## config.mk

```make
export PLATFORM = sky130hd
export DESIGN_NAME = fetch_pc
export DESIGN_NICKNAME = d
export VERILOG_FILES = /design/src/rtl/bp_pkg.sv /design/src/rtl/fetch_pc.sv
export SDC_FILE = /design/constraint.sdc
export NUM_CORES = 1
export LEC_CHECK = 0
export CAP_MARGIN = 20
export CORE_ASPECT_RATIO = 0.8
export CORE_MARGIN = 5
export CORE_UTILIZATION = 50
export CTS_BUF_LIST = sky130_fd_sc_hd__clkbuf_16
export CTS_CLUSTER_SIZE = 12
export DETAILED_ROUTE_END_ITERATION = 8
export DONT_BUFFER_PORTS = 1
export GPL_TIMING_DRIVEN = 0
export PLACE_DENSITY = 0.76
export SLEW_MARGIN = 5
export SYNTH_ARGS = -nofsm -noshare
export SYNTH_HDL_FRONTEND = slang
export SYNTH_SLANG_ARGS = --single-unit
```

## constraint.sdc

```tcl
create_clock -name clk -period 0.9 [get_ports clk]
set_input_delay 0.09 -clock clk [delete_from_list [all_inputs] [get_ports clk]]
set_output_delay 0.09 -clock clk [all_outputs]
set_load 0.02 [all_outputs]
```

## src/rtl/bp_pkg.sv

```systemverilog
package bp_pkg;

    // byte address for pc, targets and predictions
    typedef logic [31:0] addr_t;

    // raw instruction word
    typedef logic [31:0] instr_t;

    // register operand value
    typedef logic [31:0] word_t;

    // widest entry identifier the predictor supports
    localparam int MAX_ID_BITS = 12;

    // entry identifier, zero extended when num_bits is below the max
    typedef logic [MAX_ID_BITS-1:0] entry_id_t;

    // coarse instruction class used by prediction and resolution
    typedef enum logic [3:0] {
        IR_OTHER   = 4'd0,
        IR_JAL     = 4'd1,
        IR_JALR    = 4'd2,
        IR_BRANCH  = 4'd3,
        IR_ILLEGAL = 4'd4
    } ir_class_t;

    // control transfer opcodes
    localparam logic [6:0] OPC_JAL    = 7'b1101111;
    localparam logic [6:0] OPC_JALR   = 7'b1100111;
    localparam logic [6:0] OPC_BRANCH = 7'b1100011;

    // remaining rv32i base opcodes
    localparam logic [6:0] OPC_LUI    = 7'b0110111;
    localparam logic [6:0] OPC_AUIPC  = 7'b0010111;
    localparam logic [6:0] OPC_LOAD   = 7'b0000011;
    localparam logic [6:0] OPC_STORE  = 7'b0100011;
    localparam logic [6:0] OPC_OP_IMM = 7'b0010011;
    localparam logic [6:0] OPC_OP     = 7'b0110011;
    localparam logic [6:0] OPC_FENCE  = 7'b0001111;
    localparam logic [6:0] OPC_SYSTEM = 7'b1110011;

endpackage

```

## src/rtl/fetch_pc.sv

```systemverilog
`timescale 1ns/1ns

module fetch_pc #(
    parameter bp_pkg::addr_t reset_pc = 32'h0000_0000
) (
    input  logic          clk,
    input  logic          rst_n,
    // advance strobe from the outside
    input  logic          fetch_valid,
    // next address guess from the predictor
    input  bp_pkg::addr_t pred_addr,
    // misprediction report from the resolver
    input  logic          redirect,
    input  bp_pkg::addr_t redirect_pc,
    output bp_pkg::addr_t pc
);

    import bp_pkg::*;

    // next value of the counter
    addr_t pc_next;

    // redirect wins over a normal advance
    always_comb begin
        if (redirect) begin
            pc_next = redirect_pc;
        end else if (fetch_valid) begin
            pc_next = pred_addr;
        end else begin
            // no strobe, hold the current address
            pc_next = pc;
        end
    end

    always_ff @(posedge clk) begin
        if (!rst_n) begin
            pc <= reset_pc;
        end else begin
            pc <= pc_next;
        end
    end

endmodule

```

* Word level (Yosys, flattened, before mapping)
Index checks and enable logic that the tools add are counted.
W data, S select, Z words.
** Cells by class
- Muxes and demuxes :: 2
- Reductions and logical operators :: 1
** Operators with widths (count)
- $mux W32 :: 2
- $reduce_bool A2 Y1 :: 1
** Storage, ports and cells
- Bits in registers :: 32
- Input port bits :: 68
- Output and inout bits :: 32
- Word-level logic and storage cells :: 4

* Depth between registers and ports, before layout
- Depth in word-level cells :: 2
- Depth in mapped cells :: 4

* Worst setup path after synthesis
No wires, ideal clock.
- Kind :: input-to-reg
- From :: in fetch_valid
- To :: reg pc[0]
- Arrival :: 0.824 ns
- Required time :: 0.784 ns
- Slack :: -0.040 ns
- Stages on the path :: 4
- Path through :: buf_6 -> buf_12 -> mux2_4 -> o211a_1
** Between the ends
- Cells in the longest elaborated chain, start to end :: 1
** Ends and longest elaborated chain
- start: declaration :: RTL line fetch_pc.sv:9 : input logic fetch_valid,
- $reduce_bool A2 Y1 (no line)
- end signal: assignment :: RTL line fetch_pc.sv:37 : pc <= reset_pc;
- end signal: assignment :: RTL line fetch_pc.sv:39 : pc <= pc_next;
- end: declaration :: RTL line fetch_pc.sv:15 : output bp_pkg::addr_t pc
Every way passes these cells.
A chain may end at the register's enable or synchronous reset.

==> impl_metrics.py <==
metrics = {
    "run_status": {
        "status": "finished with violations",
        "failed_checks": "negative setup slack",
    },
    "floorplan": {
        "die_w_um": 76.7,
        "core_area_sq_um": 3420,
        "start_util_pct": 51.9,
        "die_y_um": 63.3,
        "ios": 100,
        "die_area_sq_um": 4860,
        "row_count": 19,
    },
    "critical_path": {
        "path_class": "register to register",
        "cp-end-kind": "register",
        "critical_path.max_fanout": 2,
        "r2r_setup_slack_ps": -50,
        "crit_arrival_ps": 1110,
        "cp_num_buf_inv": 0,
        "path_cells": "mux2_4, o211a_1",
        "cp.required_ps": 1060,
        "crit_family": "flip-flops",
        "slowest_delay_ps": 360,
        "crit_slowest_cell": "dfxtp_4",
        "cp-start-kind": "register",
    },
    "pwr": {
        "peakVddDrop_uv": 1100,
        "p_leak_nw": 1.10,
        "cellPowerDensity_nw_per_um2": 1830,
    },
    "place": {
        "routabilityCongestion": 0.753,
        "post-place-ws_ps": -88.4,
        "hpwl_um": 3170,
        "placed_area_sq_um": 1840,
        "portBuffers": 0,
    },
    "global_routing": {
        "track_usage_pct": 17.2,
        "grt_remaining_overflow": 0,
        "grt_antenna_before_repair": 0,
        "grt_pass1_wl_um": 6650,
        "grt_max_degree": 11,
        "grt_pass1_vias": 1270,
    },
    "route": {
        "num_vias": 1157,
        "wl_per_cell_um": 21.9,
        "drc": 0,
        "wl_met2_um": 2130,
        "viasPerCell": 6.06,
        "dr.pass1.iters": 4,
        "drt-initial-drc-count": 27,
        "wl_met3_um": 410,
        "top_layer_used": "met4",
        "wl_um": 4190,
        "routedLengthMet1_um": 1580,
        "ant_nets": 0,
    },
    "cts": {
        "clock-sinks": 32,
        "root_buffer": "clkbuf_16",
        "clkTransAtPathRegs_ps": 50,
        "cts_tree": "done",
        "cts_buffer_depth": 2,
        "clk_latency_ps": 270,
        "cts_buffers": 5,
        "htree_levels": 2,
    },
    "finish": {
        "drive_above_1_share_pct": 51.7,
        "post-route-cell-area_sq_um": 2070,
        "largest_reg_flops": 32,
        "nFillCells": 303,
        "reg_top3": "pc: 32 flops",
        "nets": 217,
        "regMostFlops": "pc",
        "multi_input_area_sq_um": 1020,
        "synthToLayoutAreaGrowth_pct": 16.4,
        "seqCellArea_sq_um": 733,
        "antenna_cells": 0,
    },
    "timing": {
        "setup_viol": 32,
        "final_hold_viol_count": 0,
        "rsz0062_at_grt": "true",
        "hold_ws_ps": 10.9,
        "tightest_slew_ps": 482,
        "post-route-period-util_pct": 106,
        "fmax_ghz": 1.05,
        "relSlewSlack_pct": 67.8,
        "slew_violations": 0,
        "fin_crit_ps": 953,
        "layout_setup_ws_ps": -52.6,
        "fin_skew_ps": 0,
    },
    "logic_synthesis": {
        "syn_avg_cell_area_sq_um": 12.6,
        "syn-instance-count": 141,
        "synth.distinct_cells": 11,
        "ys_ff_latch": 32,
        "syn_nets": 209,
        "netlist_area_sq_um": 1780,
        "ys_warn_count": 0,
        "synth-seq-area-share_pct": 36.0,
    },
    "flow_run": {
        "cap_viol_max_count": 0,
    },
    "worst_hold_path": {
        "hold_path_class": "input port to register",
    },
}
-- placed cells by master, fill, tap and decap left out, types with 2 or more instances in the layout --
cell type	n
buf_12	3
clkbuf_1	5
clkbuf_16	5
or2b_1	21
clkinv_1	2
dfxtp_2	11
buf_4	3
nand2b_1	11
mux2_2	2
dfxtp_4	21
o211a_1	32
mux2_4	30
-- synth_stat cells (all sizes together) --
master	count	area, sq um
dfxtp	32	641
mux2	32	473
o211a	32	320
or2b	21	158
nand2b	11	68.8
buf	8	98.8
clkbuf	5	18.8
-- logic make-up (layout without fill, tap and decap cells) --
| group | count (synthesis) | count (layout) | synth area share (%) |
|---|---|---|---|
| compound gates | 32 | 32 | 18.0 |
| simple gates | 32 | 32 | 12.7 |
| flops | 32 | 32 | 36.0 |
| mux | 32 | 32 | 26.6 |
| buf+inv | 13 | 21 | 6.61 |
-- final cells by class --
type	count	area share (%)
buffer	13	5.86
clock inverter	2	0.363
timing repair buffer	1	0.484
sequential	32	35.4
tap	42	2.54
multi-input combinational	96	49.3
clock buffer	5	6.05
-- path summary, 6_finish.rpt --
path,from,to,cells after the start
max reg2reg,pc[5],pc[5],2
min reg2reg,pc[22],pc[22],2
min,redirect,pc[31],2
max,pc[5],pc[5],2
-- per-stage QoR --
stage	total power [mW]	cells	setup TNS, ps	utilization (%)
floorplan	2.21	141	-1090	-
global placement	2.27	183	-1690	53.7
detailed placement	2.30	183	-2170	53.7
CTS	3.84	191	-1220	60.0
global route	3.94	191	-1770	60.5
finish	3.79	191	-1110	60.5
-- routing by layer --
layer	vias up	global-route usage [%]
met1	566	17.3
met4	0	7.42
met5	-	0
met3	7	9.12
li1	527	-
met2	57	29.6
-- power by group --
| group | total, mW | leakage [nW] | switching (mW) | internal [mW] |
|---|---|---|---|---|
| logic | 0.531 | 0.755 | 0.185 | 0.347 |
| clock network | 1.52 | 0.0648 | 0.533 | 0.984 |
| registers | 1.74 | 0.282 | 0.209 | 1.53 |
-- timing repair --
item / CTS / global route
resized for setup: 45 / 6
setup endpoints to repair: 32 / 32
hold buffers: 1 / 0
endpoints found under the hold margin: 2 / 0
setup buffers: 0 / 0
pin swaps: 1 / 2
No activity file was read; power rests on OpenSTA's default activity.
