===== src/rtl/bp_pkg.sv =====
package bp_pkg;

    // byte address for pc, targets and predictions
    typedef logic [31:0] addr_t;

    // raw instruction word
    typedef logic [31:0] instr_t;

    // register operand value
    typedef logic [31:0] word_t;

    // widest entry identifier the predictor supports
    localparam int MAX_ID_BITS = 12;

    // entry identifier, zero extended when num_bits is below the max
    typedef logic [MAX_ID_BITS-1:0] entry_id_t;

    // coarse instruction class used by prediction and resolution
    typedef enum logic [3:0] {
        IR_OTHER   = 4'd0,
        IR_JAL     = 4'd1,
        IR_JALR    = 4'd2,
        IR_BRANCH  = 4'd3,
        IR_ILLEGAL = 4'd4
    } ir_class_t;

    // control transfer opcodes
    localparam logic [6:0] OPC_JAL    = 7'b1101111;
    localparam logic [6:0] OPC_JALR   = 7'b1100111;
    localparam logic [6:0] OPC_BRANCH = 7'b1100011;

    // remaining rv32i base opcodes
    localparam logic [6:0] OPC_LUI    = 7'b0110111;
    localparam logic [6:0] OPC_AUIPC  = 7'b0010111;
    localparam logic [6:0] OPC_LOAD   = 7'b0000011;
    localparam logic [6:0] OPC_STORE  = 7'b0100011;
    localparam logic [6:0] OPC_OP_IMM = 7'b0010011;
    localparam logic [6:0] OPC_OP     = 7'b0110011;
    localparam logic [6:0] OPC_FENCE  = 7'b0001111;
    localparam logic [6:0] OPC_SYSTEM = 7'b1110011;

endpackage


===== src/rtl/jump_resolver.sv =====
`timescale 1ns/1ns

module jump_resolver (
    input  logic              ex_valid,
    input  bp_pkg::addr_t     ex_pc,
    input  bp_pkg::instr_t    ex_instr,
    input  bp_pkg::ir_class_t ex_class,
    input  bp_pkg::word_t     rs1_val,
    input  bp_pkg::word_t     rs2_val,
    // prediction the instruction got at fetch
    input  logic              ex_pred_taken,
    input  bp_pkg::addr_t     ex_pred_addr,
    // fetch redirect
    output logic              redirect,
    output bp_pkg::addr_t     redirect_pc,
    // predictor write port
    output logic              upd_en,
    output bp_pkg::addr_t     upd_pc,
    output logic              upd_taken,
    output bp_pkg::addr_t     upd_target
);

    import bp_pkg::*;

    // sign extended immediates
    word_t imm_i;
    word_t imm_b;
    word_t imm_j;

    assign imm_i = {{20{ex_instr[31]}}, ex_instr[31:20]};
    assign imm_b = {{19{ex_instr[31]}}, ex_instr[31], ex_instr[7],
                    ex_instr[30:25], ex_instr[11:8], 1'b0};
    assign imm_j = {{11{ex_instr[31]}}, ex_instr[31], ex_instr[19:12],
                    ex_instr[20], ex_instr[30:21], 1'b0};

    // branch condition from funct3
    logic cond;

    always_comb begin
        case (ex_instr[14:12])
            3'b000:  cond = (rs1_val == rs2_val);
            3'b001:  cond = (rs1_val != rs2_val);
            3'b100:  cond = ($signed(rs1_val) < $signed(rs2_val));
            3'b101:  cond = ($signed(rs1_val) >= $signed(rs2_val));
            3'b110:  cond = (rs1_val < rs2_val);
            3'b111:  cond = (rs1_val >= rs2_val);
            default: cond = 1'b0;
        endcase
    end

    // jalr sum before the lsb is dropped
    addr_t jalr_sum;
    addr_t target;
    logic  taken;
    logic  is_jump;
    logic  mispredict;

    assign jalr_sum = rs1_val + imm_i;

    // jumps always go, branches follow the compare
    always_comb begin
        case (ex_class)
            IR_JAL: begin
                taken  = 1'b1;
                target = ex_pc + imm_j;
            end
            IR_JALR: begin
                taken  = 1'b1;
                target = {jalr_sum[31:1], 1'b0};
            end
            IR_BRANCH: begin
                taken  = cond;
                target = ex_pc + imm_b;
            end
            default: begin
                taken  = 1'b0;
                target = ex_pc + imm_b;
            end
        endcase
    end

    assign is_jump = (ex_class == IR_JAL) ||
                     (ex_class == IR_JALR) ||
                     (ex_class == IR_BRANCH);

    // wrong direction, or right direction with a stale target
    assign mispredict = ex_valid && is_jump &&
                        ((taken != ex_pred_taken) ||
                         (taken && (target != ex_pred_addr)));

    assign redirect    = mispredict;
    assign redirect_pc = taken ? target : (ex_pc + 32'd4);

    // the table is rewritten only when it was wrong
    assign upd_en     = mispredict;
    assign upd_pc     = ex_pc;
    assign upd_taken  = taken;
    assign upd_target = target;

endmodule


===== config.mk =====
export PLATFORM = sky130hd
export DESIGN_NAME = jump_resolver
export DESIGN_NICKNAME = d
export VERILOG_FILES = /design/src/rtl/bp_pkg.sv /design/src/rtl/jump_resolver.sv
export SDC_FILE = /design/constraint.sdc
export NUM_CORES = 1
export LEC_CHECK = 0
export ABC_CLOCK_PERIOD_IN_PS = 11450
export BUFFER_PORTS_ARGS = -buffer_cell sky130_fd_sc_hd__buf_4
export CAP_MARGIN = 20
export CORE_MARGIN = 1
export CORE_UTILIZATION = 30
export DETAILED_ROUTE_END_ITERATION = 12
export PLACE_DENSITY = 0.62
export SLEW_MARGIN = 0
export SYNTH_ARGS = -nofsm -noshare
export SYNTH_HDL_FRONTEND = slang
export SYNTH_SLANG_ARGS = --single-unit

===== constraint.sdc =====
create_clock -name vclk -period 11.45
set_input_delay 0 -clock vclk [all_inputs]
set_output_delay 0 -clock vclk [all_outputs]
set_load 0.02 [all_outputs]

======== Word-level counts from Yosys, hierarchy flattened ========
Index checks and enable logic that the tools add are counted.
storage, ports and cells
  flip-flop bits (word level) ............. 0
  input port bits ......................... 166
  output and inout bits ................... 99
  logic and storage cells ................. 32
cells by class
  add/subtract/negate cells ............... 4
  $lt $le $gt $ge ......................... 4
  eq/ne operators ......................... 12
  mux-type cells .......................... 4
  reductions and logical operators ........ 8
operators by type and width
  kind                                                              number
  32-bit adder                                                      3
  32-bit greater-or-equal comparator                                2
  32-bit < comparator                                               2
  32-bit != test                                                    2
  32-bit one-hot mux with 2 select lines                            1
  32-bit by 3-bit adder with 32-bit output (second input constant)  1
  32-bit == test                                                    1
  32-bit two-way mux                                                1
  3-bit == test (second input constant)                             4
  4-bit by 2-bit == test with 1-bit output (second input constant)  2
  1-bit one-hot mux with 6 select lines                             1
  4-bit by 1-bit == test with 1-bit output (second input constant)  1
  3-bit by 1-bit == test with 1-bit output (second input constant)  1
  1-bit logical AND                                                 3
  3-bit zero test                                                   1
  1-bit logical OR                                                  3
  1-bit one-hot mux with 2 select lines                             1
  2-bit OR reduction                                                1
  1-bit != test                                                     1

======== Logic depth before layout (Yosys ltp) ========
Gate-level depths: netlist (run 1).
  word-level depth ........................ 6
  depth in mapped cells ................... 18
  depth with buffers taken out ............ 16

======== Worst setup path before layout (run 1) ========
OpenSTA, ideal clock, no wires.
  path type ............................... input to output
  start point ............................. input ex_class[3]
  end point ............................... output upd_en
  arrival ................................. 4,452 ps
  data required time ...................... 11,450 ps
  setup slack ............................. 6,998 ps
  stages .................................. 15
  path buffers ............................ 2
  cell sequence ........................... nor4b_1 -> clkbuf_1 -> mux2_2 -> ha_1 -> a21oi_1 -> o21ai_1 -> o31ai_2 -> a211oi_1 -> o21a_1 -> o31ai_1 -> xor2_1 -> a2111o_1 -> a2111oi_2 -> nor2_1 -> buf_4
on the way
  longest elaborated chain between the ends .. 6
  elaborated cells between the ends (all ways) .. 14
  those cells by class .................... eq/ne: 5; mux: 2; reduce/logical: 7
ends and longest elaborated chain
  item                                                                                                  line                 source
  start: declaration                                                                                    jump_resolver.sv:7   input bp_pkg::ir_class_t ex_class,
  4-bit by 2-bit == test with 1-bit output or 4-bit by 1-bit == test with 1-bit output (tied branches)  jump_resolver.sv:62  case (ex_class)
  32-bit one-hot mux with 2 select lines (*)                                                            jump_resolver.sv:62
  net upd_target[30]                                                                                    jump_resolver.sv:20  output bp_pkg::addr_t upd_target
  32-bit != test (*)                                                                                    jump_resolver.sv:89  (taken && (target != ex_pred_addr)));
  1-bit logical AND (*)                                                                                 jump_resolver.sv:89
  1-bit logical OR (*)                                                                                  jump_resolver.sv:88  ((taken != ex_pred_taken) ||
  1-bit logical AND (*)                                                                                 jump_resolver.sv:87  assign mispredict = ex_valid && is_jump &&
  end: declaration                                                                                      jump_resolver.sv:17  output logic upd_en,
The timed path passes the listed nets; every way through them passes the cells marked *.

======== Final worst setup path (run 1) ========
  start point ............................. input ex_class[3]
  end point ............................... output upd_en
on the way
  longest elaborated chain between the ends .. 6
  elaborated cells between the ends (all ways) .. 14
  those cells by class .................... eq/ne: 5; mux: 2; reduce/logical: 7
ends and longest elaborated chain
  item                                                                                                  line
  4-bit by 2-bit == test with 1-bit output or 4-bit by 1-bit == test with 1-bit output (tied branches)  jump_resolver.sv:62, jump_resolver.sv:83, jump_resolver.sv:82
  32-bit one-hot mux with 2 select lines or 2-bit OR reduction (tied branches)                          n/a
  32-bit != test or 1-bit one-hot mux with 2 select lines (tied branches)                               jump_resolver.sv:89, jump_resolver.sv:62
  1-bit logical AND or 1-bit != test (tied branches)                                                    jump_resolver.sv:89, jump_resolver.sv:88
  1-bit logical OR                                                                                      jump_resolver.sv:88
  1-bit logical AND (*)                                                                                 jump_resolver.sv:87
Mark *: on every way between the ends. The rest lies on a longest branch, timed or not.

==> results of run 1 <==
[stage by stage]
stage / hold WS, ns / cell area, um2 / std cells / util (%)
after floorplan: 0.1126 / 7754 / 1118 / -
after global placement: 0.2210 / 9678 / 1625 / 38.32
after detailed placement: 0.2211 / 9678 / 1625 / 38.32
after CTS: 0.2211 / 9678 / 1625 / 38.32
after global routing: 0.2275 / 9713 / 1629 / 38.46
final: 0.2201 / 9713 / 1629 / 38.46
[worst min-delay path by stage]
stage / to / slack, ns / cells after the start
5_1_grt: upd_pc[0] / 0.23 / 2
3_3_place_gp: upd_pc[1] / 0.22 / 2
3_5_place_dp: upd_pc[1] / 0.22 / 2
6_report: upd_pc[1] / 0.22 / 2
4_1_cts: upd_pc[1] / 0.22 / 2
2_1_floorplan: upd_pc[0] / 0.11 / 1
[cell type report]
cell class	count	area, um2
fill	2696	15540
multi-input combinational	970	7066
timing repair buffer	262	1987
tap	330	412.9
inverter	64	240.2
antenna	3	7.507
[layer usage]
layer	vias up	track usage (%)	share of wire, %
li1	4507	-	-
met1	4167	28.65	47
met2	292	33.98	46
met3	32	1.044	5.8
met4	4	3.568	1.7
met5	-	0	0.10
[worst max-delay path, delay by kind of cell]
kind                       cells  cell delay, ns
AOI/OAI and AO/OA              8            2.37
adders and majority gates      1            0.35
xor gates and xnor gates       1            0.12
buffers and inverters          3            0.59
and+or+nand+nor                5            1.05
[power groups by stage]
stage	Sequential, uW	Clock, uW	Combinational (uW)
final	0	0.0000351	607
after global routing	0	0.0000351	662
after CTS	0	0	603
after detailed placement	0	0	600
after global placement	0	0	595
after floorplan	0	0	393
[layout by cell type, fill, tap and decap left out, types with 30 or more instances in the layout]
cell type / count
a21oi_1: 88
buf_4: 261
ha_1: 97
inv_1: 62
mux2_2: 30
nand2_1: 115
nand3_1: 34
nand4_1: 37
nor2_1: 66
o21ai_0: 55
xnor2_1: 44
xor2_1: 37
[cells by family after synthesis]
kind of cell | synth area share (%)
xor gates and xnor gates | 11.49
and+or+nand+nor | 26.93
AOI/OAI and AO/OA | 30.11
adders and majority gates | 16.17
buffers and inverters | 9.166
muxes | 6.132
==> flow_metrics.py, run 1 <==
metrics = {
    "outcome": {
        "status": "completed",
    },
    "power": {
        "power_switching_share_pct": 56.97,
        "switching_power_uw": 345.7,
        "p_int_uw": 261.2,
        "leakagePower_uw": 0.004583,
        "vdd_ir_drop_max_v": 0.00003153,
        "power_per_cell_area_mw_per_mm2": 62.48,
        "clkPwrFrac_pct": 0,
        "total_power_uw": 606.9,
        "seq_power_share_pct": 0,
        "p_comb_share_pct": 100.0,
    },
    "routing": {
        "vias": 9002,
        "post_drt_wl_per_cell_um": 17.23,
        "drt_pass1_iterations": 5,
        "detail_route.wirelength_um": 28060,
        "drt_first_iter_violations": 672,
        "antenna_left": 0,
        "route.detailed.drc": 0,
        "vias_per_cell": 5.526,
    },
    "setup_path": {
        "crit_chain": "buf_4 -> nor4b_2 -> buf_4 -> nand2b_1 -> nand2_1 -> ha_1 -> a211oi_1 -> o21bai_1 -> a221oi_2 -> and3_1 -> a211oi_1 -> o21a_1 -> o31ai_1 -> xor2_1 -> a2111o_1 -> a2111oi_2 -> nor2_1 -> buf_4",
        "startpoint": "ex_class[3]",
        "cp.arrival_ns": 4.51,
        "critical-path-slowest-cell": "a221oi_2",
        "path_max_fanout": 14,
        "required_ns": 11.45,
        "worst_setup_path_end_kind": "primary output",
        "cpMostUsedCell": "buf_4",
        "criticalPathCategory": "in2out",
        "start_kind": "input pin",
        "timing.critical_path.slowest_cell_delay_ns": 0.46,
        "timing.critical_path.to": "upd_en",
    },
    "final_layout": {
        "register_area_um2": 0,
        "final_net_count": 1563,
        "fraction_of_layout_cells_with_a_size_suffix_above_1_pct": 25.23,
        "synthToLayoutAreaGrowth_pct": 25.27,
        "clock_buffers": 0,
        "layout.sequential_cells": 0,
    },
    "timing": {
        "timing.final.crit_period_ns": 4.510,
        "final-hold-violation-count": 0,
        "worst_slew_margin_rel_pct": 43.64,
        "worst_pin_slew_ns": 0.8397,
        "tns_ns": 0,
        "fin_ws_ns": 6.940,
        "final.period_utilization_pct": 39.38,
        "unrepaired_setup_endpoints_after_global_routing": "no",
        "setup_viol": 0,
        "maxSlewViolCount": 0,
        "max_freq_mhz": 221.8,
    },
    "logic_synthesis": {
        "synthDominantAreaCellType": "ha_1",
        "yosys.area.top_type_share_pct": 15.65,
        "postSynthNetCount": 1383,
        "synth_commonest_cells": "nand2_1 (115), ha_1 (97), a21oi_1 (88)",
        "post_synth_main_area_contributors": "ha_1 (16%), a21oi_1 (5.7%), nand2_1 (5.6%)",
        "syn_area_mm2": 0.007754,
        "netlist_instances": 1118,
        "ys.warnings.count": 0,
        "avgSynthCellArea_um2": 6.935,
        "synth_sequential_area_ratio_pct": 0,
        "synthMostInstantiatedCell": "nand2_1",
        "synth_cell_type_count": 92,
    },
    "die": {
        "start_util_pct": 30.70,
        "core_mm2": 0.02525,
        "top_level_pins": 265,
        "fp-row-count": 58,
        "die_width_um": 162.8,
        "dieArea_mm2": 0.02649,
        "die_y_um": 162.8,
    },
    "cts": {
        "cts_hold_buffers": 0,
        "cts.repair_timing.setup_buffer_count": 0,
        "cts.repair.resized": 0,
    },
    "place": {
        "place.detailed.hpwl_um": 23890,
        "numPortBuffers": 258,
        "gp_congestion": 0.9077,
        "place_worst_setup_slack_ns": 6.984,
    },
    "worst_hold_path": {
        "hold_path.class": "in2out",
        "hold_path_startpoint": "ex_pc[1]",
    },
    "global_routing": {
        "grt_first_pass_wirelength_um": 43440,
        "grt_max_degree": 70,
        "grt_usage_pct": 20.27,
        "grt_antenna_before_repair": 5,
        "grt.overflow.total": 0,
        "via_count_of_the_first_global_routing_pass": 8359,
    },
    "job": {
        "cap_violations": 0,
    },
}
Note: power is estimated with default switching activity, not from simulation.
==> run 2: changes to the inputs <==
Settings changed: ABC_CLOCK_PERIOD_IN_PS 11450 to 3750, PLACE_DENSITY 0.62 to 0.64.
Clock period 11.45 ns to 3.75 ns, I/O delays scaled along.
==> flow_metrics.py, run 2 (synthesized netlist as in run 1, its figures left out) <==
metrics = {
    "place": {
        "numPortBuffers": 258,
        "dp.cells": 1737,
        "gp_congestion": 0.9143,
        "place.detailed.hpwl_um": 26130,
    },
    "timing": {
        "fin_ws_ns": -0.1552,
        "tns_ns": -0.3101,
        "timing.final.crit_period_ns": 3.905,
        "final-hold-violation-count": 0,
        "max_freq_mhz": 256.1,
        "unrepaired_setup_endpoints_after_global_routing": "yes",
        "worst_slew_margin_rel_pct": 39.79,
        "final.period_utilization_pct": 104.1,
        "maxSlewViolCount": 0,
        "setup_viol": 2,
        "worst_pin_slew_ns": 0.8938,
    },
    "global_routing": {
        "grt_first_pass_wirelength_um": 46310,
        "grt.overflow.total": 0,
        "grt_max_degree": 42,
        "grt_antenna_before_repair": 2,
        "grt_usage_pct": 21.74,
        "via_count_of_the_first_global_routing_pass": 8714,
    },
    "routing": {
        "route.met2.wl_um": 14010,
        "met3_wirelength_um": 1843,
        "route.detailed.drc": 0,
        "antenna_left": 0,
        "vias": 9597,
        "post_drt_wl_per_cell_um": 17.47,
        "highest_layer": "met4",
        "detail_route.wirelength_um": 30680,
        "drt_pass1_iterations": 5,
        "drt_first_iter_violations": 684,
        "m1WireLength_um": 14150,
        "vias_per_cell": 5.465,
    },
    "power": {
        "vdd_ir_drop_max_v": 0.0001035,
        "power_per_cell_area_mw_per_mm2": 196.4,
        "leakagePower_uw": 0.005295,
    },
    "worst_hold_path": {
        "hold_depth": 2,
        "hold_path.class": "in2out",
    },
    "final_layout": {
        "fraction_of_layout_cells_with_a_size_suffix_above_1_pct": 35.25,
        "multiInputGateArea_mm2": 0.007453,
        "layout.sequential_cells": 0,
        "synthToLayoutAreaGrowth_pct": 43.25,
        "register_area_um2": 0,
        "fillerInstances": 2589,
        "final_net_count": 1691,
        "final_cell_mix": "buf_4 (382), nand2_1 (115), ha_1 (91), a21oi_1 (81), nor2_1 (64)",
        "clock_buffers": 0,
        "mostFrequentLayoutCell": "buf_4",
        "post_layout_nonfiller_instances": 1756,
    },
    "die": {
        "core_mm2": 0.02525,
        "top_level_pins": 265,
        "die_y_um": 162.8,
        "dieArea_mm2": 0.02649,
        "fp-row-count": 58,
        "start_util_pct": 30.70,
        "die_width_um": 162.8,
    },
    "setup_path": {
        "timing.critical_path.slowest_cell_delay_ns": 0.39,
        "start_kind": "input pin",
        "criticalPathCategory": "in2out",
        "worst_setup_path_end_kind": "primary output",
        "startpoint": "ex_class[2]",
        "crit_chain": "buf_8 -> nor4b_4 -> buf_12 -> mux2_4 -> ha_4 -> inv_2 -> fa_2 -> nor2b_2 -> o31a_1 -> buf_4 -> a211oi_2 -> a31o_2 -> a31oi_1 -> o211ai_1 -> a2111oi_0 -> and4_1 -> o2111ai_2 -> a2111oi_2 -> nor2_1 -> buf_4",
        "cp.arrival_ns": 3.91,
        "timing.critical_path.to": "upd_en",
        "path_max_fanout": 7,
        "required_ns": 3.75,
        "critical-path-slowest-cell": "a2111oi_0",
        "cpMostUsedCell": "buf_4",
    },
    "outcome": {
        "status": "complete, but fails checks",
        "failed_checks": "negative setup slack",
    },
    "job": {
        "cap_violations": 0,
    },
}
## run 2: changes by cell type in the layout (fill, tap and decap cells not counted), sizes merged
cell / delta
buf: +128
diode: -1
## run 2: what timing repair did
action | 4_1_cts | 5_1_grt
pin swaps | 27 | 35
buffers inserted | 8 | 8
resized for setup | 44 | 29
hold buffers | 0 | 0
endpoints found under the setup margin | 5 | 3
endpoints found under the hold margin | 0 | 0
## run 2: power by group
group          total [uW]  internal, uW  switching (uW)
Clock           0.0000714     0.0000714               0
Combinational        2180          1010            1170
Sequential              0             0               0
Total                2180          1010            1170
## run 2: area by class of cell
type               count  area share (%)
multi-input cells    970           67.11
repair buffers       390           26.97
inverters             64           2.163
diodes                 2         0.04506
well taps            330           3.717
## run 2: per-stage QoR
stage	area, um2	worst slack (ns)	power, uW	util (%)	hold WS, ns
finish	11110	-0.1552	2181	43.98	0.2272
global route	11110	-0.3224	2353	43.98	0.2392
CTS	10850	-0.1166	2107	42.94	0.2277
detailed placement	10570	-0.4032	2044	41.87	0.2269
global placement	10570	-0.3534	2028	41.87	0.2202
floorplan	7801	0.003865	1209	-	0.1126
## run 2: how the worst min path moves through the flow
stage	from	to	slack, ns
after CTS	ex_pc[0]	upd_pc[0]	0.23
after global routing	ex_pc[0]	upd_pc[0]	0.24
after detailed placement	ex_pc[0]	upd_pc[0]	0.23
after floorplan	ex_pc[0]	upd_pc[0]	0.11
final	ex_pc[0]	upd_pc[0]	0.23
after global placement	ex_pc[0]	upd_pc[0]	0.22
## run 2: critical path, delay by kind of cell
| family | cells | cell delay [ns] |
|---|---|---|
| AO/OA/AOI/OAI | 8 | 1.72 |
| multiplexers | 1 | 0.17 |
| adder cells (fa/ha/maj) | 2 | 0.48 |
| AND/OR/NAND/NOR | 4 | 0.86 |
| buffers and inverters | 5 | 0.67 |
## run 2: layer usage
layer  track usage [%]  vias up
li1                  -     4768
met1             30.61     4454
met2             35.80      338
met3             1.706       37
met4             4.630        0
met5                 0        -
