File: src/rtl/bp_pkg.sv
package bp_pkg;

    // byte address for pc, targets and predictions
    typedef logic [31:0] addr_t;

    // raw instruction word
    typedef logic [31:0] instr_t;

    // register operand value
    typedef logic [31:0] word_t;

    // widest entry identifier the predictor supports
    localparam int MAX_ID_BITS = 12;

    // entry identifier, zero extended when num_bits is below the max
    typedef logic [MAX_ID_BITS-1:0] entry_id_t;

    // coarse instruction class used by prediction and resolution
    typedef enum logic [3:0] {
        IR_OTHER   = 4'd0,
        IR_JAL     = 4'd1,
        IR_JALR    = 4'd2,
        IR_BRANCH  = 4'd3,
        IR_ILLEGAL = 4'd4
    } ir_class_t;

    // control transfer opcodes
    localparam logic [6:0] OPC_JAL    = 7'b1101111;
    localparam logic [6:0] OPC_JALR   = 7'b1100111;
    localparam logic [6:0] OPC_BRANCH = 7'b1100011;

    // remaining rv32i base opcodes
    localparam logic [6:0] OPC_LUI    = 7'b0110111;
    localparam logic [6:0] OPC_AUIPC  = 7'b0010111;
    localparam logic [6:0] OPC_LOAD   = 7'b0000011;
    localparam logic [6:0] OPC_STORE  = 7'b0100011;
    localparam logic [6:0] OPC_OP_IMM = 7'b0010011;
    localparam logic [6:0] OPC_OP     = 7'b0110011;
    localparam logic [6:0] OPC_FENCE  = 7'b0001111;
    localparam logic [6:0] OPC_SYSTEM = 7'b1110011;

endpackage

File: src/rtl/ir_class_decode.sv
`timescale 1ns/1ns

module ir_class_decode (
    input  bp_pkg::instr_t    instr,
    output bp_pkg::ir_class_t ir_class
);

    import bp_pkg::*;

    // opcode and funct3 fields of the word
    logic [6:0] opcode;
    logic [2:0] funct3;

    assign opcode = instr[6:0];
    assign funct3 = instr[14:12];

    always_comb begin
        case (opcode)
            OPC_JAL: begin
                ir_class = IR_JAL;
            end
            // jalr only defines funct3 of zero
            OPC_JALR: begin
                ir_class = (funct3 == 3'b000) ? IR_JALR : IR_ILLEGAL;
            end
            // funct3 2 and 3 are unused encodings for branches
            OPC_BRANCH: begin
                if (funct3 == 3'b010 || funct3 == 3'b011) begin
                    ir_class = IR_ILLEGAL;
                end else begin
                    ir_class = IR_BRANCH;
                end
            end
            // everything else the base isa knows about is not a jump
            OPC_LUI, OPC_AUIPC, OPC_LOAD, OPC_STORE,
            OPC_OP_IMM, OPC_OP, OPC_FENCE, OPC_SYSTEM: begin
                ir_class = IR_OTHER;
            end
            default: begin
                ir_class = IR_ILLEGAL;
            end
        endcase
    end

endmodule

File: config.mk
export PLATFORM = sky130hd
export DESIGN_NAME = ir_class_decode
export DESIGN_NICKNAME = d
export VERILOG_FILES = /design/src/rtl/bp_pkg.sv /design/src/rtl/ir_class_decode.sv
export SDC_FILE = /design/constraint.sdc
export NUM_CORES = 1
export LEC_CHECK = 0
export CAP_MARGIN = 20
export CORE_AREA = 3 3 40 42
export DETAILED_ROUTE_END_ITERATION = 10
export DIE_AREA = 0 0 43 45
export DONT_BUFFER_PORTS = 1
export SLEW_MARGIN = 20
export SYNTH_ARGS = -nofsm -noshare
export SYNTH_HDL_FRONTEND = slang
export SYNTH_SLANG_ARGS = --single-unit
File: constraint.sdc
create_clock -name vclk -period 1.75
set_input_delay 0.175 -clock vclk [all_inputs]
set_output_delay 0.175 -clock vclk [all_outputs]
set_load 0.02 [all_outputs]
* After elaboration in Yosys (flattened, before gate mapping)
Index checks and enable logic that the tools add are counted.
Operators by class: eq/ne operators 13, muxes and demuxes 3, reductions and logical operators 3
Operators by type and width (count):
- == test 7 bit (second input constant) | 4
- == test 7 x 6 -> 1 bit (second input constant) | 3
- == test 7 x 5 -> 1 bit (second input constant) | 2
- one-hot mux 3 bit (4 select lines) | 1
- OR reduction 8 bit | 1
- == test 7 x 2 -> 1 bit (second input constant) | 1
- == test 7 x 4 -> 1 bit (second input constant) | 1
- == test 3 x 2 -> 1 bit (second input constant) | 2
- two-way mux 3 bit | 2
- logical NOT 3 bit | 1
- logical OR 1 bit | 1
Storage, ports and cells: register bits 0, bits of input ports 32, word-level logic and storage cells 19

* Longest topological paths before layout
Gate-level depths: netlist (run 1).
word-level depth 4, mapped depth 4, depth with buffers taken out 4

* Worst setup path after synthesis (run 1)
No wires, ideal clock.
kind input -> output, start in instr[6], end out ir_class[1], arrival time 932 ps, path slack 643 ps, cell stages on the path 4, cells stage by stage nand2_1 nor2_1 nand3_1 nor3_1
On the way: cells in the longest elaborated chain, start to end 3, elaborated cells on any way between the ends 13, classes of those cells eq/ne: 11; mux: 1; reduce/logical: 1
RTL lines:
- start, declared | line ir_class_decode.sv:4 | input bp_pkg::instr_t instr,
- == test 7 x 6 -> 1 bit (tied with other cells) | line ir_class_decode.sv:18 | case (opcode)
- OR reduction 8 bit | line ir_class_decode.sv:18
- one-hot mux 3 bit (4 select lines) (*) | line ir_class_decode.sv:18
- end, declared | line ir_class_decode.sv:5 | output bp_pkg::ir_class_t ir_class
Mark *: on every way between the ends. The rest lies on a longest branch, timed or not.

* Worst setup path after layout (run 1)
start in instr[5], end out ir_class[2]
Same word-level chain as after synthesis.

==> results of run 1 <==
==> layout by cell type (no fill, tap or decap), drive strengths merged <==
| cell type | n |
|---|---|
| buf | 1 |
| and2b | 1 |
| a21oi | 1 |
| o21ai | 2 |
| nor3 | 1 |
| a311o | 1 |
| nor2 | 2 |
| o22ai | 1 |
| nand3 | 1 |
| inv | 2 |
| conb | 1 |
| a32oi | 1 |
| nand2 | 5 |
| nand2b | 2 |
==> synthesized netlist by cell type (2+ instances only) <==
cell	n	area share
sky130_fd_sc_hd__inv_1	2	0.065
sky130_fd_sc_hd__nand2_1	5	0.16
sky130_fd_sc_hd__nand2b_1	2	0.11
sky130_fd_sc_hd__nor2_1	2	0.065
==> worst max-delay path, stage by stage <==
cell and delay [ns]:
sky130_fd_sc_hd__and2b_1 0.16, sky130_fd_sc_hd__o22ai_1 0.12, sky130_fd_sc_hd__a32oi_1 0.07, sky130_fd_sc_hd__a311o_1 0.42
==> logic make-up after synthesis <==
family / share of synthesized area
AO/OA/AOI/OAI: 0.348
buffers and inverters: 0.130
AND/OR/NAND/NOR: 0.489
other: 0.0326
==> layout make-up <==
class | instances | area, sq um
Fill cell | 154 | 1150
Inverter | 2 | 7.51
Multi-Input combinational cell | 19 | 100
Tap cell | 15 | 18.8
Timing Repair Buffer | 1 | 7.51
==> power by group <==
part | internal, mW | leakage [nW] | switching, mW
clock network | 0 | 0 | 0
registers | 0 | 0 | 0
logic | 0.00810 | 0.0532 | 0.0114
total | 0.00810 | 0.0532 | 0.0114
==> worst paths after layout <==
kind	endpoint	startpoint	slack, ns	depth (start not counted)
hold / removal	ir_class[0]	instr[1]	0.52	2
setup / recovery	ir_class[2]	instr[5]	0.63	4
==> stage by stage <==
step	hold WS (ns)	power [mW]	instances	cell area [sq um]
2_1_floorplan	0.439	0.0191	22	115
3_3_place_gp	0.522	0.0188	37	134
3_5_place_dp	0.522	0.0196	37	134
4_1_cts	0.523	0.0197	37	134
5_1_grt	0.535	0.0228	37	134
6_report	0.523	0.0195	37	134
==> layer usage <==
metal	share of wire	wire, um	up-vias	track usage
met5	0	0	-	0
met4	0	0	0	0
met3	0.19	66	0	0.0159
met2	0.34	119	13	0.0629
met1	0.46	161	66	0.0548
li1	-	-	74	-
==> out/summary.md, run 1 <==
* **status** finished clean
* **worst slack at placement** 0.633 ns
* **DIE AREA** 0.00194 sq mm
* **share of final-layout standard cells stronger than drive strength 1** 0.0455
* **routed len/inst** 9.38 um
* **vias in the first global route** 153
* **clock buffer count in the final layout** 0
* **quantity of I/O buffers inserted on ports** 0
* **area occupied by registers** 0 sq um
* **largest net degree at the start of global routing** 6
* **Antenna Violating Nets Remaining** 0
* **peak clock frequency supported by timing** 897 MHz
* **number of warnings printed during yosys synthesis** 0
* **hold bufs inserted after CTS** 0
* **WP data required** 1.57 ns
* **Cell Rows** 13
* **path category of the worst min-delay check** primary input to output port
* **floorplan core area** 0.00128 sq mm
* **crit-path max FO** 3
* **startpoint-to-endpoint class of the critical path** primary input to output port
* **count of sequential standard cells** 0
* **Post-Syn Instances** 22
* **combined global-route utilization of all metal layers** 0.0398
* **count of buffers added by post-CTS timing repair for setup** 0
* **power density over cell area** 146 mW/mm^2
* **utilization of the core after routing** 0.104
* **dpl hpwl** 318 um
* **number of instances resized during post-cts repair** 0
* **overall overflow remaining after global route** 0
* **Total Routed Length** 347 um
* **number of max-slew violations in the final report** 0
* **Syn Area/Cell** 5.23 sq um
* **initial antenna violation count** 0
* **die outline width** 43 um
* **count of endpoints failing hold in the final timing report** 0
* **cell area after synthesis** 115 sq um
* **sum of negative setup slack** 0 ns
* **mean number of vias per cell** 4.14
* **Vias** 153
* **Pleak** 0.0532 nW
* **Final #Nets** 56
* **number of antenna diodes** 0
* **1st-pass router iterations** 2
* **Max-cap violations** 0
* **iteration-0 DRC count of the detailed router** 1
* **chip height** 45 um
* **first-pass GRT wire length** 621 um
* **number of setup violations in the final report** 0
* **remaining routing DRC violations** 0
* **critical path endpoint category** output port
* **Data arrival, critical path** 0.94 ns
* **I/O pin cnt** 36
* **min cycle time layout** 1.12 ns
* **setup repair after global routing missed its margin** false
* **Seq/Total Area, Yosys** 0
* **Net Count, Synth** 54
* **type of origin of the critical path** primary input
* **fin crit share** 0.637
* **worst vdd rail ir drop** 0.0000336 V
* **layout overhead on the synthesized area** 16.3%
* **weighted congestion reported at the end of routability-driven placement** 0.666
* **initial core utilization** 0.0896
* **Distinct cells, synth** 15
* **worst-case setup margin in the final layout** 0.635 ns
(Power assumes the default switching activity.)
==> run 2: changes to the inputs <==
==> constraint.sdc (replaced) <==
create_clock -name vclk -period 1
set_input_delay 0.1 -clock vclk [all_inputs]
set_output_delay 0.1 -clock vclk [all_outputs]
set_load 0.02 [all_outputs]
==> run 2 against run 1 <==
Net effect:
- die area stayed put
- global-route usage decreased by 0.17 points
- worst setup slack worse by 0.55 ns
- sequential share of layout area unchanged
- final area increased by 5.6%
- non-clock buffer count rose by 1
- core utilization up 0.58 points
- via count down 0.65%
- flip-flop and latch count stayed put
- combinational power up 76%
==> out/summary.md, run 2 (same netlist as run 1, synthesis figures left out) <==
* **clock buffer count in the final layout** 0, unchanged
* **vias in the first global route** 152, was 153
* **hold bufs inserted after CTS** 0, unchanged
* **number of setup violations in the final report** 0, unchanged
* **count of endpoints failing hold in the final timing report** 0, unchanged
* **Data arrival, critical path** 0.82 ns, was 0.94 ns
* **1st-pass router iterations** 3, was 2
* **setup repair after global routing missed its margin** false, unchanged
* **Antenna Violating Nets Remaining** 0, unchanged
* **routed len/inst** 8.79 um, was 9.38 um
* **worst hold slack across all endpoints** 0.376 ns, was 0.523 ns
* **count of sequential standard cells** 0, unchanged
* **path category of the worst min-delay check** primary input to output port, unchanged
* **Final #Nets** 57, was 56
* **remaining routing DRC violations** 0, unchanged
* **floorplan core area** 0.00128 sq mm, unchanged
* **status** finished clean, unchanged
* **type of origin of the critical path** primary input, unchanged
* **first-pass GRT wire length** 586 um, was 621 um
* **overall overflow remaining after global route** 0, unchanged
* **number of max-slew violations in the final report** 0, unchanged
* **layout overhead on the synthesized area** 22.8%, was 16.3%
* **startpoint-to-endpoint class of the critical path** primary input to output port, unchanged
* **crit-path max FO** 3, unchanged
* **Cells on Worst Hold Path** 2, unchanged
* **number of instances resized during post-cts repair** 0, unchanged
* **endpoint with the worst hold slack** ir_class[1], was ir_class[0]
* **startpoint of the worst hold path** instr[3], was instr[1]
* **count of buffers added by post-CTS timing repair for setup** 0, unchanged
* **Max-cap violations** 0, unchanged
* **Vias** 152, was 153
* **number of antenna diodes** 0, unchanged
* **largest net degree at the start of global routing** 6, unchanged
* **worst vdd rail ir drop** 0.0000693 V, was 0.0000336 V
* **worst-case setup margin in the final layout** 0.0850 ns, was 0.635 ns
* **iteration-0 DRC count of the detailed router** 2, was 1
* **initial core utilization** 0.0896, unchanged
* **Total Routed Length** 334 um, was 347 um
* **overall power after layout** 34.4 uW, was 19.5 uW
* **WP data required** 0.90 ns, was 1.57 ns
* **sum of negative setup slack** 0 ns, unchanged
* **most common cell after layout, fill and taps aside** sky130_fd_sc_hd__nand2_1, unchanged
* **commonest non-fill, non-tap cells in the layout** sky130_fd_sc_hd__nand2_1, sky130_fd_sc_hd__nand2b_1, sky130_fd_sc_hd__nor2_1, sky130_fd_sc_hd__inv_1, sky130_fd_sc_hd__buf_4, was sky130_fd_sc_hd__nand2_1, sky130_fd_sc_hd__nand2b_1, sky130_fd_sc_hd__nor2_1, sky130_fd_sc_hd__inv_1
* **Pleak** 0.0585 nW, was 0.0532 nW
* **power density over cell area** 243 mW/mm^2, was 146 mW/mm^2
* **Cell Rows** 13, unchanged
* **quantity of I/O buffers inserted on ports** 0, unchanged
* **I/O pin cnt** 36, unchanged
* **DIE AREA** 0.00194 sq mm, unchanged
* **chip height** 45 um, unchanged
* **weighted congestion reported at the end of routability-driven placement** 0.678, was 0.666
* **critical path endpoint category** output port, unchanged
* **mean number of vias per cell** 4.00, was 4.14
* **initial antenna violation count** 0, unchanged
* **utilization of the core after routing** 0.110, was 0.104
* **combined global-route utilization of all metal layers** 0.0381, was 0.0398
* **fin crit share** 0.915
* **share of final-layout standard cells stronger than drive strength 1** 0.0870, was 0.0455
* **die outline width** 43 um, unchanged
* **peak clock frequency supported by timing** 1090 MHz
* **area occupied by registers** 0 sq um, unchanged
* **min cycle time layout** 0.915 ns
* **worst slack at placement** 0.0343 ns, was 0.633 ns
-- run 2: area by class of cell --
cell class         count  area, sq um
repair buffers         2         15.0
inverters              2         7.51
well taps             15         18.8
multi-input cells     19          100
fillers              147         1140
-- run 2: per-layer routing --
metal	wire length, um	vias up	GRT usage
met3	53	0	0.0120
met2	107	13	0.0569
met5	0	-	0
met4	0	0	0
met1	174	63	0.0571
li1	-	76	-
-- run 2: power breakdown --
part           internal [mW]  leakage [nW]  switching [mW]  total (mW)
combinational         0.0146        0.0585          0.0198      0.0344
sequential                 0             0               0           0
clock                      0             0               0           0
total                 0.0146        0.0585          0.0198      0.0344
-- run 2: how the worst max path moves through the flow --
stage                     slack, ns           to      from
after floorplan                0.04  ir_class[1]  instr[6]
after global placement         0.05  ir_class[2]  instr[5]
after detailed placement       0.03  ir_class[2]  instr[5]
after CTS                      0.03  ir_class[2]  instr[5]
after global routing           0.02  ir_class[1]  instr[6]
final                          0.08  ir_class[2]  instr[5]
-- run 2: stage by stage --
stage,area (sq um),cells
3_5_place_dp,141,38
5_1_grt,141,38
6_report,141,38
2_1_floorplan,115,22
4_1_cts,141,38
3_3_place_gp,141,38
-- run 2: critical path, cell delays in order --
cell                       delay [ns]
sky130_fd_sc_hd__nand2b_1        0.12
sky130_fd_sc_hd__o21ai_1         0.12
sky130_fd_sc_hd__a32oi_1         0.10
sky130_fd_sc_hd__a311o_1         0.37
==> run 3: changes to the inputs <==
--- a/config.mk
+++ b/config.mk
@@ -10,6 +10,7 @@
 export DETAILED_ROUTE_END_ITERATION = 10
 export DIE_AREA = 0 0 43 45
 export DONT_BUFFER_PORTS = 1
+export MAX_ROUTING_LAYER = met4
 export SLEW_MARGIN = 20
 export SYNTH_ARGS = -nofsm -noshare
 export SYNTH_HDL_FRONTEND = slang
==> constraint.sdc (replaced) <==
create_clock -name vclk -period 1.12
set_input_delay 0.112 -clock vclk [all_inputs]
set_output_delay 0.112 -clock vclk [all_outputs]
set_load 0.02 [all_outputs]
==> run 3 against run 2 <==
Net effect:
- clock-buffer cell count stayed put
- largest power group unchanged
- flip-flop and latch count is the same
- sequential share of layout area is the same
- final area stayed put
- routed wire length fell by 0.60%
- worst setup slack gained 0.048 ns
- combinational power down 11%
- final cell count unchanged
- worst hold slack improved by 0.024 ns
==> out/summary.md, run 3 (same netlist as run 1, synthesis figures left out) <==
* **status** finished clean, unchanged
* **global routing usage on met2** 0.0569, unchanged
* **share of final-layout standard cells stronger than drive strength 1** 0.0870, unchanged
* **first-pass GRT wire length** 586 um, unchanged
* **register share of total power** 0, about the same
* **worst vdd rail ir drop** 0.0000620 V, was 0.0000693 V
* **quantity of I/O buffers inserted on ports** 0, unchanged
* **largest net degree at the start of global routing** 6, unchanged
* **weighted congestion reported at the end of routability-driven placement** 0.684, was 0.678
* **routed len/inst** 8.74 um, was 8.79 um
* **startpoint-to-endpoint class of the critical path** primary input to output port, unchanged
* **floorplan core area** 0.00128 sq mm, unchanged
* **WP data required** 1.01 ns, was 0.90 ns
* **1st-pass router iterations** 3, unchanged
* **number of instances resized during post-cts repair** 0, unchanged
* **number of setup violations in the final report** 0, unchanged
* **clock buffer count in the final layout** 0, unchanged
* **overall overflow remaining after global route** 0, unchanged
* **Antenna Violating Nets Remaining** 0, unchanged
* **chip height** 45 um, unchanged
* **vias in the first global route** 152, unchanged
* **min cycle time layout** 0.987 ns
* **clock share of power** 0, about the same
* **power share of the combinational group** 1.000, about the same
* **initial antenna violation count** 0, unchanged
* **Vias** 152, unchanged
* **commonest non-fill, non-tap cells in the layout** sky130_fd_sc_hd__nand2_1, sky130_fd_sc_hd__nand2b_1, sky130_fd_sc_hd__nor2_1, sky130_fd_sc_hd__inv_1, sky130_fd_sc_hd__buf_4, unchanged
* **Pleak** 0.0587 nW, was 0.0585 nW
* **power density over cell area** 217 mW/mm^2, was 243 mW/mm^2
* **GRT Max-Usage Layer** met1, unchanged
* **startpoint of the worst hold path** instr[3], unchanged
* **hold bufs inserted after CTS** 0, unchanged
* **count of buffers added by post-CTS timing repair for setup** 0, unchanged
* **most common cell after layout, fill and taps aside** sky130_fd_sc_hd__nand2_1, unchanged
* **fin crit share** 0.881
* **critical path endpoint category** output port, unchanged
* **sum of negative setup slack** 0 ns, unchanged
* **mean number of vias per cell** 4.00, unchanged
* **placed cell count** 38, unchanged
* **count of endpoints failing hold in the final timing report** 0, unchanged
* **overall power after layout** 30.7 uW, was 34.4 uW
* **Data arrival, critical path** 0.87 ns, was 0.82 ns
* **type of origin of the critical path** primary input, unchanged
* **net switching fraction of the power** 0.575, about the same
* **Cells on Worst Hold Path** 2, unchanged
* **endpoint with the worst hold slack** ir_class[1], unchanged
* **setup repair after global routing missed its margin** false, unchanged
* **number of antenna diodes** 0, unchanged
* **number of non-filler instances in the completed layout** 38, unchanged
* **area occupied by registers** 0 sq um, unchanged
* **Max-cap violations** 0, unchanged
* **die outline width** 43 um, unchanged
* **remaining routing DRC violations** 0, unchanged
* **I/O pin cnt** 36, unchanged
* **internal power component** 13.0 uW, was 14.6 uW
* **Net Switching** 17.6 uW, was 19.8 uW
* **GR Util met3** 0.00797, was 0.0120
* **count of sequential standard cells** 0, unchanged
* **crit-path max FO** 3, unchanged
* **Cell Rows** 13, unchanged
* **global routing usage on met1** 0.0595, was 0.0571
* **path category of the worst min-delay check** primary input to output port, unchanged
* **layout overhead on the synthesized area** 22.8%, unchanged
* **iteration-0 DRC count of the detailed router** 2, unchanged
* **peak clock frequency supported by timing** 1010 MHz
* **Total Routed Length** 332 um, was 334 um
* **number of max-slew violations in the final report** 0, unchanged
* **combined global-route utilization of all metal layers** 0.0393, was 0.0381
* **initial core utilization** 0.0896, unchanged
* **DIE AREA** 0.00194 sq mm, unchanged
* **Final #Nets** 57, unchanged
==> run 3: worst max-delay path by stage <==
stage | startpoint | endpoint | slack [ns]
detailed placement | instr[5] | ir_class[2] | 0.13
global route | instr[5] | ir_class[2] | 0.08
CTS | instr[5] | ir_class[2] | 0.13
floorplan | instr[6] | ir_class[1] | 0.14
finish | instr[5] | ir_class[2] | 0.13
global placement | instr[5] | ir_class[2] | 0.14
==> run 3: per-layer routing <==
metal / up-vias / routed length [um]
met4: 0 / 0
met3: 0 / 45
met1: 63 / 180
met2: 13 / 107
li1: 76 / -
met5: - / 0
==> run 3: power by group through the flow <==
stage | logic, mW | clock network, mW | registers [mW]
after global routing | 0.0358 | 0 | 0
after detailed placement | 0.0309 | 0 | 0
after global placement | 0.0299 | 0 | 0
after floorplan | 0.0299 | 0 | 0
after CTS | 0.0309 | 0 | 0
final | 0.0307 | 0 | 0
==> run 3: cell type report <==
cell class                      count  area [sq um]
Multi-Input combinational cell     19           100
Timing Repair Buffer                2          15.0
Inverter                            2          7.51
Fill cell                         147          1140
Tap cell                           15          18.8
==> run 3: metrics by stage <==
| stage | hold slack [ns] | setup WS, ns | cell area [sq um] | util |
|---|---|---|---|---|
| floorplan | 0.313 | 0.139 | 115 | - |
| global placement | 0.399 | 0.142 | 141 | 0.110 |
| detailed placement | 0.400 | 0.130 | 141 | 0.110 |
| CTS | 0.402 | 0.130 | 141 | 0.110 |
| finish | 0.400 | 0.133 | 141 | 0.110 |
| global route | 0.410 | 0.0765 | 141 | 0.110 |
==> run 3: critical path: stages <==
cell and delay [ns]:
sky130_fd_sc_hd__nand2b_1 0.12, sky130_fd_sc_hd__o21ai_1 0.12, sky130_fd_sc_hd__a32oi_1 0.11, sky130_fd_sc_hd__a311o_1 0.42
